## src/ooo_settings.svh

```systemverilog
`ifndef OOO_SETTINGS_SVH
`define OOO_SETTINGS_SVH

// Architectural registers, register 0 reads as zero
`define OOO_NUM_REGS 16
`define OOO_REG_W 4

// Reorder buffer, depth is 2**OOO_TAG_W so the pointers wrap on their own
`define OOO_ROB_DEPTH 8
`define OOO_TAG_W 3

// Reservation station entries
`define OOO_RS_DEPTH 4

// Data word
`define OOO_DATA_W 32

`endif
```

## src/ooo_pkg.sv

```systemverilog
`default_nettype none

package ooo_pkg;

    // ALU opcodes on the issue port
    typedef enum logic [2:0] {
        op_add  = 3'd0,
        op_sub  = 3'd1,
        op_and  = 3'd2,
        op_or   = 3'd3,
        op_xor  = 3'd4,
        op_slt  = 3'd5,
        op_addi = 3'd6,
        op_sll  = 3'd7
    } alu_op_e;

    // Commit handshake sequencer in the reorder buffer
    typedef enum logic [1:0] {
        cs_idle     = 2'd0,
        cs_req      = 2'd1,
        cs_wait_low = 2'd2
    } commit_state_e;

endpackage

`default_nettype wire

```

## src/ooo_core.sv

```systemverilog
`timescale 1ns/1ps
`default_nettype none

`include "ooo_settings.svh"

module ooo_core import ooo_pkg::*; (
    input  wire                     clk,
    input  wire                     rst,
    input  wire                     issue_req,
    input  wire alu_op_e            issue_op,
    input  wire [`OOO_REG_W-1:0]    issue_rd,
    input  wire [`OOO_REG_W-1:0]    issue_rs1,
    input  wire [`OOO_REG_W-1:0]    issue_rs2,
    input  wire [15:0]              issue_imm,
    output logic                    issue_ack,
    output logic                    commit_req,
    output logic [`OOO_REG_W-1:0]   commit_rd,
    output logic [`OOO_DATA_W-1:0]  commit_data,
    input  wire                     commit_ack
);

    logic                       issue_fire;
    logic [`OOO_TAG_W-1:0]      alloc_tag;
    logic                       rob_full;
    logic                       rs_full;
    logic [`OOO_DATA_W-1:0]     rs1_value;
    logic [`OOO_TAG_W-1:0]      rs1_tag;
    logic                       rs1_pending;
    logic [`OOO_DATA_W-1:0]     rs2_value;
    logic [`OOO_TAG_W-1:0]      rs2_tag;
    logic                       rs2_pending;
    logic                       lookup1_ready;
    logic [`OOO_DATA_W-1:0]     lookup1_value;
    logic                       lookup2_ready;
    logic [`OOO_DATA_W-1:0]     lookup2_value;
    logic                       disp_valid;
    alu_op_e                    disp_op;
    logic [`OOO_DATA_W-1:0]     disp_a;
    logic [`OOO_DATA_W-1:0]     disp_b;
    logic [15:0]                disp_imm;
    logic [`OOO_TAG_W-1:0]      disp_tag;
    logic                       cdb_valid;
    logic [`OOO_TAG_W-1:0]      cdb_tag;
    logic [`OOO_DATA_W-1:0]     cdb_data;
    logic                       commit_fire;
    logic [`OOO_TAG_W-1:0]      commit_tag;

    // Accept a new request only with room in both the buffer and the station
    assign issue_fire = issue_req && !issue_ack && !rob_full && !rs_full;

    always_ff @(posedge clk or posedge rst) begin
        if (rst) begin
            issue_ack <= 1'b0;
        end else if (issue_fire) begin
            issue_ack <= 1'b1;
        end else if (!issue_req) begin
            issue_ack <= 1'b0;
        end
    end

    rename_reg_file rename_reg_file_i (.*);

    reorder_buffer reorder_buffer_i (
        .lookup1_tag (rs1_tag),
        .lookup2_tag (rs2_tag),
        .*
    );

    reservation_station reservation_station_i (.*);

    alu_unit alu_unit_i (.*);

endmodule

`default_nettype wire

```

## src/alu_unit.sv

```systemverilog
`timescale 1ns/1ps
`default_nettype none

`include "ooo_settings.svh"

module alu_unit import ooo_pkg::*; (
    input  wire                     clk,
    input  wire                     rst,
    input  wire                     disp_valid,
    input  wire alu_op_e            disp_op,
    input  wire [`OOO_DATA_W-1:0]   disp_a,
    input  wire [`OOO_DATA_W-1:0]   disp_b,
    input  wire [15:0]              disp_imm,
    input  wire [`OOO_TAG_W-1:0]    disp_tag,
    output logic                    cdb_valid,
    output logic [`OOO_TAG_W-1:0]   cdb_tag,
    output logic [`OOO_DATA_W-1:0]  cdb_data
);

    logic [`OOO_DATA_W-1:0] imm_ext;
    logic [`OOO_DATA_W-1:0] op_b;
    logic [`OOO_DATA_W-1:0] result;

    assign imm_ext = {{(`OOO_DATA_W - 16){disp_imm[15]}}, disp_imm};
    assign op_b    = (disp_op == op_addi) ? imm_ext : disp_b;

    always_comb begin
        case (disp_op)
            op_add, op_addi: result = disp_a + op_b;
            op_sub:          result = disp_a - op_b;
            op_and:          result = disp_a & op_b;
            op_or:           result = disp_a | op_b;
            op_xor:          result = disp_a ^ op_b;
            op_slt:          result = {{(`OOO_DATA_W - 1){1'b0}}, $signed(disp_a) < $signed(op_b)};
            // Shift amount comes from the immediate
            op_sll:          result = disp_a << disp_imm[4:0];
            default:         result = '0;
        endcase
    end

    always_ff @(posedge clk or posedge rst) begin
        if (rst) begin
            cdb_valid <= 1'b0;
        end else begin
            cdb_valid <= disp_valid;
        end
    end

    always_ff @(posedge clk) begin
        if (disp_valid) begin
            cdb_tag  <= disp_tag;
            cdb_data <= result;
        end
    end

endmodule

`default_nettype wire

```

## src/reservation_station.sv

```systemverilog
`timescale 1ns/1ps
`default_nettype none

`include "ooo_settings.svh"

module reservation_station import ooo_pkg::*; (
    input  wire                     clk,
    input  wire                     rst,
    input  wire                     issue_fire,
    input  wire alu_op_e            issue_op,
    input  wire [15:0]              issue_imm,
    input  wire [`OOO_TAG_W-1:0]    alloc_tag,
    input  wire [`OOO_DATA_W-1:0]   rs1_value,
    input  wire [`OOO_TAG_W-1:0]    rs1_tag,
    input  wire                     rs1_pending,
    input  wire [`OOO_DATA_W-1:0]   rs2_value,
    input  wire [`OOO_TAG_W-1:0]    rs2_tag,
    input  wire                     rs2_pending,
    input  wire                     lookup1_ready,
    input  wire [`OOO_DATA_W-1:0]   lookup1_value,
    input  wire                     lookup2_ready,
    input  wire [`OOO_DATA_W-1:0]   lookup2_value,
    input  wire                     cdb_valid,
    input  wire [`OOO_TAG_W-1:0]    cdb_tag,
    input  wire [`OOO_DATA_W-1:0]   cdb_data,
    output logic                    rs_full,
    output logic                    disp_valid,
    output alu_op_e                 disp_op,
    output logic [`OOO_DATA_W-1:0]  disp_a,
    output logic [`OOO_DATA_W-1:0]  disp_b,
    output logic [15:0]             disp_imm,
    output logic [`OOO_TAG_W-1:0]   disp_tag
);

    localparam int IDX_W = $clog2(`OOO_RS_DEPTH);

    // Entry state with age 0 as the oldest live entry
    logic [`OOO_RS_DEPTH-1:0]   valid;
    logic [`OOO_RS_DEPTH-1:0]   ready1;
    logic [`OOO_RS_DEPTH-1:0]   ready2;
    logic [IDX_W-1:0]           age [`OOO_RS_DEPTH];
    alu_op_e                    e_op [`OOO_RS_DEPTH];
    logic [15:0]                e_imm [`OOO_RS_DEPTH];
    logic [`OOO_TAG_W-1:0]      e_tag [`OOO_RS_DEPTH];
    logic [`OOO_TAG_W-1:0]      q1 [`OOO_RS_DEPTH];
    logic [`OOO_TAG_W-1:0]      q2 [`OOO_RS_DEPTH];
    logic [`OOO_DATA_W-1:0]     val1 [`OOO_RS_DEPTH];
    logic [`OOO_DATA_W-1:0]     val2 [`OOO_RS_DEPTH];

    logic                       new_rdy1;
    logic                       new_rdy2;
    logic [`OOO_DATA_W-1:0]     new_val1;
    logic [`OOO_DATA_W-1:0]     new_val2;
    logic [IDX_W-1:0]           free_idx;
    logic [IDX_W-1:0]           new_age;
    logic [IDX_W:0]             live_cnt;
    logic [`OOO_RS_DEPTH-1:0]   wake1;
    logic [`OOO_RS_DEPTH-1:0]   wake2;
    logic                       sel_found;
    logic [IDX_W-1:0]           sel_idx;

    // Operand capture from the register file, else from the buffer lookup
    // The lookup already carries the bus result of this cycle
    always_comb begin
        new_rdy1 = 1'b1;
        new_val1 = rs1_value;
        if (rs1_pending) begin
            if (lookup1_ready) new_val1 = lookup1_value;
            else new_rdy1 = 1'b0;
        end
        new_rdy2 = 1'b1;
        new_val2 = rs2_value;
        // Immediate forms never wait on the second register
        if (rs2_pending && issue_op != op_addi && issue_op != op_sll) begin
            if (lookup2_ready) new_val2 = lookup2_value;
            else new_rdy2 = 1'b0;
        end
    end

    // Free slot, occupancy, wake-up and oldest-ready pick
    always_comb begin
        free_idx  = '0;
        live_cnt  = '0;
        sel_found = 1'b0;
        sel_idx   = '0;
        for (int i = `OOO_RS_DEPTH - 1; i >= 0; i--) begin
            if (!valid[i]) free_idx = IDX_W'(i);
        end
        for (int i = 0; i < `OOO_RS_DEPTH; i++) begin
            live_cnt = live_cnt + {{IDX_W{1'b0}}, valid[i]};
            wake1[i] = valid[i] && !ready1[i] && cdb_valid && q1[i] == cdb_tag;
            wake2[i] = valid[i] && !ready2[i] && cdb_valid && q2[i] == cdb_tag;
            if (valid[i] && ready1[i] && ready2[i] &&
                (!sel_found || age[i] < age[sel_idx])) begin
                sel_found = 1'b1;
                sel_idx   = IDX_W'(i);
            end
        end
        new_age = IDX_W'(live_cnt - {{IDX_W{1'b0}}, sel_found});
    end

    assign rs_full = &valid;

    always_ff @(posedge clk or posedge rst) begin
        if (rst) begin
            valid      <= '0;
            ready1     <= '0;
            ready2     <= '0;
            disp_valid <= 1'b0;
            for (int i = 0; i < `OOO_RS_DEPTH; i++) begin
                age[i] <= '0;
            end
        end else begin
            for (int i = 0; i < `OOO_RS_DEPTH; i++) begin
                if (wake1[i]) ready1[i] <= 1'b1;
                if (wake2[i]) ready2[i] <= 1'b1;
                // Younger entries move up when one leaves
                if (sel_found && valid[i] && age[i] > age[sel_idx]) begin
                    age[i] <= age[i] - 1'b1;
                end
            end
            if (sel_found) valid[sel_idx] <= 1'b0;
            if (issue_fire) begin
                valid[free_idx]  <= 1'b1;
                ready1[free_idx] <= new_rdy1;
                ready2[free_idx] <= new_rdy2;
                age[free_idx]    <= new_age;
            end
            disp_valid <= sel_found;
        end
    end

    always_ff @(posedge clk) begin
        for (int i = 0; i < `OOO_RS_DEPTH; i++) begin
            if (wake1[i]) val1[i] <= cdb_data;
            if (wake2[i]) val2[i] <= cdb_data;
        end
        if (issue_fire) begin
            e_op[free_idx]  <= issue_op;
            e_imm[free_idx] <= issue_imm;
            e_tag[free_idx] <= alloc_tag;
            q1[free_idx]    <= rs1_tag;
            q2[free_idx]    <= rs2_tag;
            val1[free_idx]  <= new_val1;
            val2[free_idx]  <= new_val2;
        end
        if (sel_found) begin
            disp_op  <= e_op[sel_idx];
            disp_a   <= val1[sel_idx];
            disp_b   <= val2[sel_idx];
            disp_imm <= e_imm[sel_idx];
            disp_tag <= e_tag[sel_idx];
        end
    end

    // Operands sent to the ALU were really captured, never left unknown
    a_disp_ready: assert property (@(posedge clk) disable iff (rst)
        disp_valid |-> !$isunknown(disp_a) && !$isunknown(disp_b));

endmodule

`default_nettype wire

```

## src/reorder_buffer.sv

```systemverilog
`timescale 1ns/1ps
`default_nettype none

`include "ooo_settings.svh"

module reorder_buffer import ooo_pkg::*; (
    input  wire                     clk,
    input  wire                     rst,
    input  wire                     issue_fire,
    input  wire [`OOO_REG_W-1:0]    issue_rd,
    output logic [`OOO_TAG_W-1:0]   alloc_tag,
    output logic                    rob_full,
    input  wire [`OOO_TAG_W-1:0]    lookup1_tag,
    output logic                    lookup1_ready,
    output logic [`OOO_DATA_W-1:0]  lookup1_value,
    input  wire [`OOO_TAG_W-1:0]    lookup2_tag,
    output logic                    lookup2_ready,
    output logic [`OOO_DATA_W-1:0]  lookup2_value,
    input  wire                     cdb_valid,
    input  wire [`OOO_TAG_W-1:0]    cdb_tag,
    input  wire [`OOO_DATA_W-1:0]   cdb_data,
    output logic                    commit_req,
    input  wire                     commit_ack,
    output logic                    commit_fire,
    output logic [`OOO_TAG_W-1:0]   commit_tag,
    output logic [`OOO_REG_W-1:0]   commit_rd,
    output logic [`OOO_DATA_W-1:0]  commit_data
);

    logic [`OOO_TAG_W-1:0]      head;
    logic [`OOO_TAG_W-1:0]      tail;
    logic [`OOO_TAG_W:0]        count;
    logic [`OOO_ROB_DEPTH-1:0]  busy;
    logic [`OOO_ROB_DEPTH-1:0]  done;
    logic [`OOO_REG_W-1:0]      dest [`OOO_ROB_DEPTH];
    logic [`OOO_DATA_W-1:0]     value [`OOO_ROB_DEPTH];
    commit_state_e              state;

    assign alloc_tag = tail;
    assign rob_full  = (count == `OOO_ROB_DEPTH);

    // Operand lookups, bus result of this cycle wins
    always_comb begin
        lookup1_ready = done[lookup1_tag];
        lookup1_value = value[lookup1_tag];
        if (cdb_valid && cdb_tag == lookup1_tag) begin
            lookup1_ready = 1'b1;
            lookup1_value = cdb_data;
        end
        lookup2_ready = done[lookup2_tag];
        lookup2_value = value[lookup2_tag];
        if (cdb_valid && cdb_tag == lookup2_tag) begin
            lookup2_ready = 1'b1;
            lookup2_value = cdb_data;
        end
    end

    // Head entry is presented for the whole handshake
    assign commit_req  = (state == cs_req);
    assign commit_fire = commit_req && commit_ack;
    assign commit_tag  = head;
    assign commit_rd   = dest[head];
    assign commit_data = value[head];

    always_ff @(posedge clk or posedge rst) begin
        if (rst) begin
            head  <= '0;
            tail  <= '0;
            count <= '0;
            busy  <= '0;
            done  <= '0;
            state <= cs_idle;
        end else begin
            if (issue_fire) begin
                busy[tail] <= 1'b1;
                done[tail] <= 1'b0;
                tail       <= tail + 1'b1;
            end
            if (cdb_valid) begin
                done[cdb_tag] <= 1'b1;
            end
            if (commit_fire) begin
                busy[head] <= 1'b0;
                done[head] <= 1'b0;
                head       <= head + 1'b1;
            end
            case ({issue_fire, commit_fire})
                2'b10:   count <= count + 1'b1;
                2'b01:   count <= count - 1'b1;
                default: count <= count;
            endcase
            case (state)
                cs_idle:     if (busy[head] && done[head]) state <= cs_req;
                cs_req:      if (commit_ack) state <= cs_wait_low;
                cs_wait_low: if (!commit_ack) state <= cs_idle;
                default:     state <= cs_idle;
            endcase
        end
    end

    always_ff @(posedge clk) begin
        if (issue_fire) begin
            dest[tail] <= issue_rd;
        end
        if (cdb_valid) begin
            value[cdb_tag] <= cdb_data;
        end
    end

    // Issue sequencer must respect back-pressure
    a_no_alloc_full: assert property (@(posedge clk) disable iff (rst)
        issue_fire |-> !rob_full);

    // Each ALU result belongs to a live entry and arrives once
    a_cdb_live: assert property (@(posedge clk) disable iff (rst)
        cdb_valid |-> busy[cdb_tag] && !done[cdb_tag]);

endmodule

`default_nettype wire

```

## src/rename_reg_file.sv

```systemverilog
`timescale 1ns/1ps
`default_nettype none

`include "ooo_settings.svh"

module rename_reg_file (
    input  wire                     clk,
    input  wire                     rst,
    input  wire                     issue_fire,
    input  wire [`OOO_REG_W-1:0]    issue_rd,
    input  wire [`OOO_REG_W-1:0]    issue_rs1,
    input  wire [`OOO_REG_W-1:0]    issue_rs2,
    input  wire [`OOO_TAG_W-1:0]    alloc_tag,
    output logic [`OOO_DATA_W-1:0]  rs1_value,
    output logic [`OOO_TAG_W-1:0]   rs1_tag,
    output logic                    rs1_pending,
    output logic [`OOO_DATA_W-1:0]  rs2_value,
    output logic [`OOO_TAG_W-1:0]   rs2_tag,
    output logic                    rs2_pending,
    input  wire                     commit_fire,
    input  wire [`OOO_TAG_W-1:0]    commit_tag,
    input  wire [`OOO_REG_W-1:0]    commit_rd,
    input  wire [`OOO_DATA_W-1:0]   commit_data
);

    logic [`OOO_DATA_W-1:0]     reg_value [`OOO_NUM_REGS];
    logic [`OOO_TAG_W-1:0]      reg_tag [`OOO_NUM_REGS];
    logic [`OOO_NUM_REGS-1:0]   reg_pending;

    // Register 0 is never written or renamed, so plain reads give zero
    always_comb begin
        rs1_value   = reg_value[issue_rs1];
        rs1_tag     = reg_tag[issue_rs1];
        rs1_pending = reg_pending[issue_rs1];
        rs2_value   = reg_value[issue_rs2];
        rs2_tag     = reg_tag[issue_rs2];
        rs2_pending = reg_pending[issue_rs2];
    end

    always_ff @(posedge clk or posedge rst) begin
        if (rst) begin
            reg_pending <= '0;
            for (int i = 0; i < `OOO_NUM_REGS; i++) begin
                reg_value[i] <= '0;
                reg_tag[i]   <= '0;
            end
        end else begin
            if (commit_fire && commit_rd != '0) begin
                reg_value[commit_rd] <= commit_data;
                // Only the newest writer releases the rename
                if (reg_tag[commit_rd] == commit_tag) begin
                    reg_pending[commit_rd] <= 1'b0;
                end
            end
            // A new rename overrides a release in the same cycle
            if (issue_fire && issue_rd != '0) begin
                reg_pending[issue_rd] <= 1'b1;
                reg_tag[issue_rd]     <= alloc_tag;
            end
        end
    end

    // Every retiring destination was renamed at issue and not yet released
    a_commit_renamed: assert property (@(posedge clk) disable iff (rst)
        commit_fire && commit_rd != '0 |-> reg_pending[commit_rd]);

endmodule

`default_nettype wire

```

## config.mk

```make
export PLATFORM = sky130hd
export DESIGN_NAME = ooo_core
export DESIGN_NICKNAME = d
export VERILOG_FILES = /design/src/ooo_pkg.sv /design/src/ooo_core.sv /design/src/alu_unit.sv /design/src/reservation_station.sv /design/src/reorder_buffer.sv /design/src/rename_reg_file.sv
export VERILOG_INCLUDE_DIRS = /design/src
export SDC_FILE = /design/constraint.sdc
export NUM_CORES = 2
export LEC_CHECK = 0
export ABC_CLOCK_PERIOD_IN_PS = 29600
export BUFFER_PORTS_ARGS = -buffer_cell sky130_fd_sc_hd__buf_2
export CORE_AREA = 3 3 532 270
export CTS_CLUSTER_SIZE = 24
export DETAILED_ROUTE_END_ITERATION = 7
export DIE_AREA = 0 0 535 273
export GPL_ROUTABILITY_DRIVEN = 0
export PLACE_DENSITY = 0.71
export RECOVER_POWER = 100
export SLEW_MARGIN = 20
export SYNTH_ARGS = -nofsm -noshare
export SYNTH_HDL_FRONTEND = slang
export SYNTH_HIERARCHICAL = 1
export SYNTH_SLANG_ARGS = --single-unit
```

## constraint.sdc

```tcl
create_clock -name clk -period 29.6 [get_ports clk]
set_input_delay 8.88 -clock clk [delete_from_list [all_inputs] [get_ports clk]]
set_output_delay 8.88 -clock clk [all_outputs]
set_load 0.005 [all_outputs]
```

==> results by group <==
Min path
  • Worst hold path class: reg2reg

Global route
  • Grt peak-use layer: met2
  • Overflow after GRT: 0
  • Initial antenna violation count: 16
  • Vias in the first global route: slightly above 50,000
  • Largest net degree at the start of global routing: 173
  • GRT Overall Usage: 0.3101
  • Met2 usage: 0.4694
  • Global-route wire length before repair: 337,800 um
  • Met3 Usage GRT: 0.08999
  • M1 GR Usage: 0.4290

Timing
  • F_max: 0.04917 GHz
  • Max Slew Vio Count: about 2,800
  • Worst slew margin: -2.448
  • Final setup violation count: 0
  • Setup TNS: 0 ns
  • Slew of the pin with the lowest slew margin: between 5 and 6 ns
  • RSZ-0062 raised after global routing: false
  • Final worst slack: roughly 9.3 ns
  • Final Cycle Share: 0.6871
  • Crit path time final: a little over 20 ns
  • Skew final: around 0.034 ns
  • Hold Fails Final Rpt: 0

Power and ir drop
  • PD cells: roughly 130 nW/um2
  • Peak VDD IR: 0.07718 mV
  • Clock network power share: 0.164
  • Leak pwr: 31.91 nW
  • Sw Share: 0.4377
  • Combinational fraction of design power: 0.506
  • Switching pwr: 0.004615 W
  • Power Internal: just under 0.006 W
  • Sequential Power Share: 0.330

Clock network
  • Clock Pin Slew Worst Setup and Hold Paths: 0.06 ns
  • CTS resizes: 0
  • Clock Path Buffers: 3
  • Clock latency at the later pin of the worst-skew pair: approximately 0.78 ns
  • Number of buffers created by CTS: between 100 and 150
  • Hold Buf Count CTS: 0
  • CTS tree: built
  • Root buffer cell: clkbuf_16
  • Clock sink count: 1,404
  • Post-CTS setup buffer count: 0
  • H-tree levels: 4

Routing
  • WL final: between 200,000 and 250,000 um
  • Via density: 7.016
  • DRT Pass-1 Iters: 7
  • Iter 0 DRT Violations: around 8,300
  • Post-route DRC: 0
  • Vias: between 50,000 and 60,000
  • ANT nets after route: 0
  • Average wire per standard cell: 30.35 um

Synth
  • Most used DFF post-synth: edfxtp_1
  • Average size of a mapped cell: approximately 13 um2
  • Post-Syn Instances: 5,707
  • Sequential area share after synthesis: 0.5105
  • Cell Area, Synth: 76,440 um2
  • Ys async rst share: 0.4466
  • Number of synthesized flops with an enable pin: just under 800
  • Synth unique cells: around 110
  • Post-synthesis register bit count: between 1,000 and 1,500
  • Syn Nets: just under 6,000
  • Synth Warn #: 6

Placed design
  • Detail Placement HPWL: between 100,000 and 150,000 um
  • Area after DPL: 78,210 um2
  • Pre-CTS setup slack: around 15 ns
  • # port buffers: between 70 and 80

Status
  • Status: complete, but fails checks
  • Failing checks: max-capacitance violations, max-slew violations

Layout
  • Commonest non-fill, non-tap cell in the layout: edfxtp_1
  • Area Growth Syn to Fin: 7.222%
  • Final net count: between 5,000 and 6,000
  • Commonest non-fill, non-tap cells in the layout: edfxtp_1, dfrtp_1, mux2_2
  • Sequential cell area: just under 40,000 um2
  • Post-route cell area: between 80,000 and 90,000 um2
  • Layout cells sized above 1: 0.2590
  • # fillers: 10,690
  • Area of the multi-input gates: around 35,000 um2

Critical path
  • Critical path class: in2reg
  • Critical Path End Type: register
  • Critical path fanouts, max: between 70 and 80
  • Worst Path Required: about 30 ns
  • Startpoint Class: primary input
  • Worst EP arrival: around 21 ns
  • R2R Setup Slk: around 18 ns

Run
  • Max-cap check violation count: 67

Floorplanning
  • Core area: 139,500 um2
  • Die Area: ~150,000 um2
  • Die W: 535 um
  • FP Rows: just under 100
  • Initial Util: 0.5482
  • Die height: about 270 um
  • I/O Pins: 73
[area by class of cell]
class	instances	share of cell area
diodes	6	0.0001832
clock buffers	189	0.04664
clock inverters	51	0.006503
inverters	146	0.006748
multi-input cells	3662	0.4215
flip-flops and latches	1404	0.4762
well taps	1881	0.02872
repair buffers	211	0.01351
[power by group through the flow]
stage	clock network [W]	registers, W	logic (W)
2_1_floorplan	0	0.00321	0.00370
3_3_place_gp	0	0.00340	0.00505
3_5_place_dp	0	0.00346	0.00517
4_1_cts	0.00175	0.00343	0.00521
5_1_grt	0.00184	0.00354	0.00563
6_report	0.00173	0.00348	0.00533
[kinds of logic (layout without fill, tap and decap cells)]
| group | after synthesis | after routing | synth area share |
|---|---|---|---|
| buffers and inverters | 641 | 597 | 0.03837 |
| multiplexers | 1358 | 1358 | 0.2711 |
| flip-flops | 1404 | 1404 | 0.5105 |
| adder cells (fa/ha/maj) | 115 | 115 | 0.01909 |
| AND/OR/NAND/NOR | 1013 | 1013 | 0.05937 |
| other | 0 | 6 | 0 |
| XOR/XNOR | 51 | 51 | 0.005942 |
| AO/OA/AOI/OAI | 1125 | 1125 | 0.09567 |
[worst max-delay path: stages]
cell	delay [ns]
clkbuf_1	3.44
mux4_2	0.74
mux4_4	0.32
clkbuf_1	3.28
xnor2_1	0.17
nand4_1	0.27
clkbuf_1	1.80
nand2_1	0.26
nand3_1	0.22
buf_4	0.62
mux2i_1	0.44
a21oi_1	0.14
[per-layer routing]
metal	part of all wire	wire length (um)
met5	0.00034	77
met3	0.14	31240
met2	0.45	102800
met1	0.38	86560
met4	0.037	8426
[sequential cells by signal, indices dropped and copies added (netlist names), 12 cells and up]
register	count
rename_reg_file_i/reg_pending	16
reservation_station_i/val1	128
reorder_buffer_i/dest	32
reservation_station_i/q2	12
reorder_buffer_i/value	256
reservation_station_i/e_op	12
reservation_station_i/disp_imm	16
reservation_station_i/e_imm	64
rename_reg_file_i/reg_tag	48
rename_reg_file_i/reg_value	512
alu_unit_i/cdb_data	32
reservation_station_i/e_tag	12
reservation_station_i/disp_b	32
reservation_station_i/val2	128
reservation_station_i/disp_a	32
reservation_station_i/q1	12
[Yosys cell counts (all sizes together) (89+ instances only)]
cell type / n / share of area
inv: 146 / 0.0072
ha: 111 / 0.018
a21oi: 588 / 0.038
mux2: 616 / 0.091
clkbuf: 254 / 0.013
o21ai: 98 / 0.0066
nor2: 487 / 0.024
mux4: 508 / 0.15
a221o: 89 / 0.012
nand2: 231 / 0.011
mux2i: 234 / 0.031
edfxtp: 777 / 0.31
dfrtp: 627 / 0.21
buf: 241 / 0.018
[through the flow]
stage | total power [W] | instances | util | hold slack, ns
3_5_place_dp | 0.008632 | 7303 | 0.5609 | 0.3833
5_1_grt | 0.01100 | 7544 | 0.5876 | 0.4098
4_1_cts | 0.01039 | 7543 | 0.5921 | 0.3974
6_report | 0.01054 | 7550 | 0.5877 | 0.3947
3_3_place_gp | 0.008453 | 7303 | 0.5608 | 0.3763
2_1_floorplan | 0.006910 | 5707 | - | 0.4003
[path summary, 6_finish.rpt]
check,startpoint,endpoint,cells past startpoint
min,rename_reg_file_i/reg_value[498]$_DFFE_PP0P_,rename_reg_file_i/reg_value[498]$_DFFE_PP0P_,0
max reg2reg,reservation_station_i/age[7]$_DFF_PP0_,reservation_station_i/disp_b[6]$_DFFE_PN_,21
min in group asynchronous,rst,alu_unit_i/cdb_valid$_DFF_PP0_,2
min reg2reg,rename_reg_file_i/reg_value[498]$_DFFE_PP0P_,rename_reg_file_i/reg_value[498]$_DFFE_PP0P_,0
max,issue_rs2[0],reservation_station_i/val2[2][19]$_DFFE_PP_,12
max in group asynchronous,rst,rename_reg_file_i/reg_value[217]$_DFFE_PP0P_,4
(Power assumes the default switching activity.)
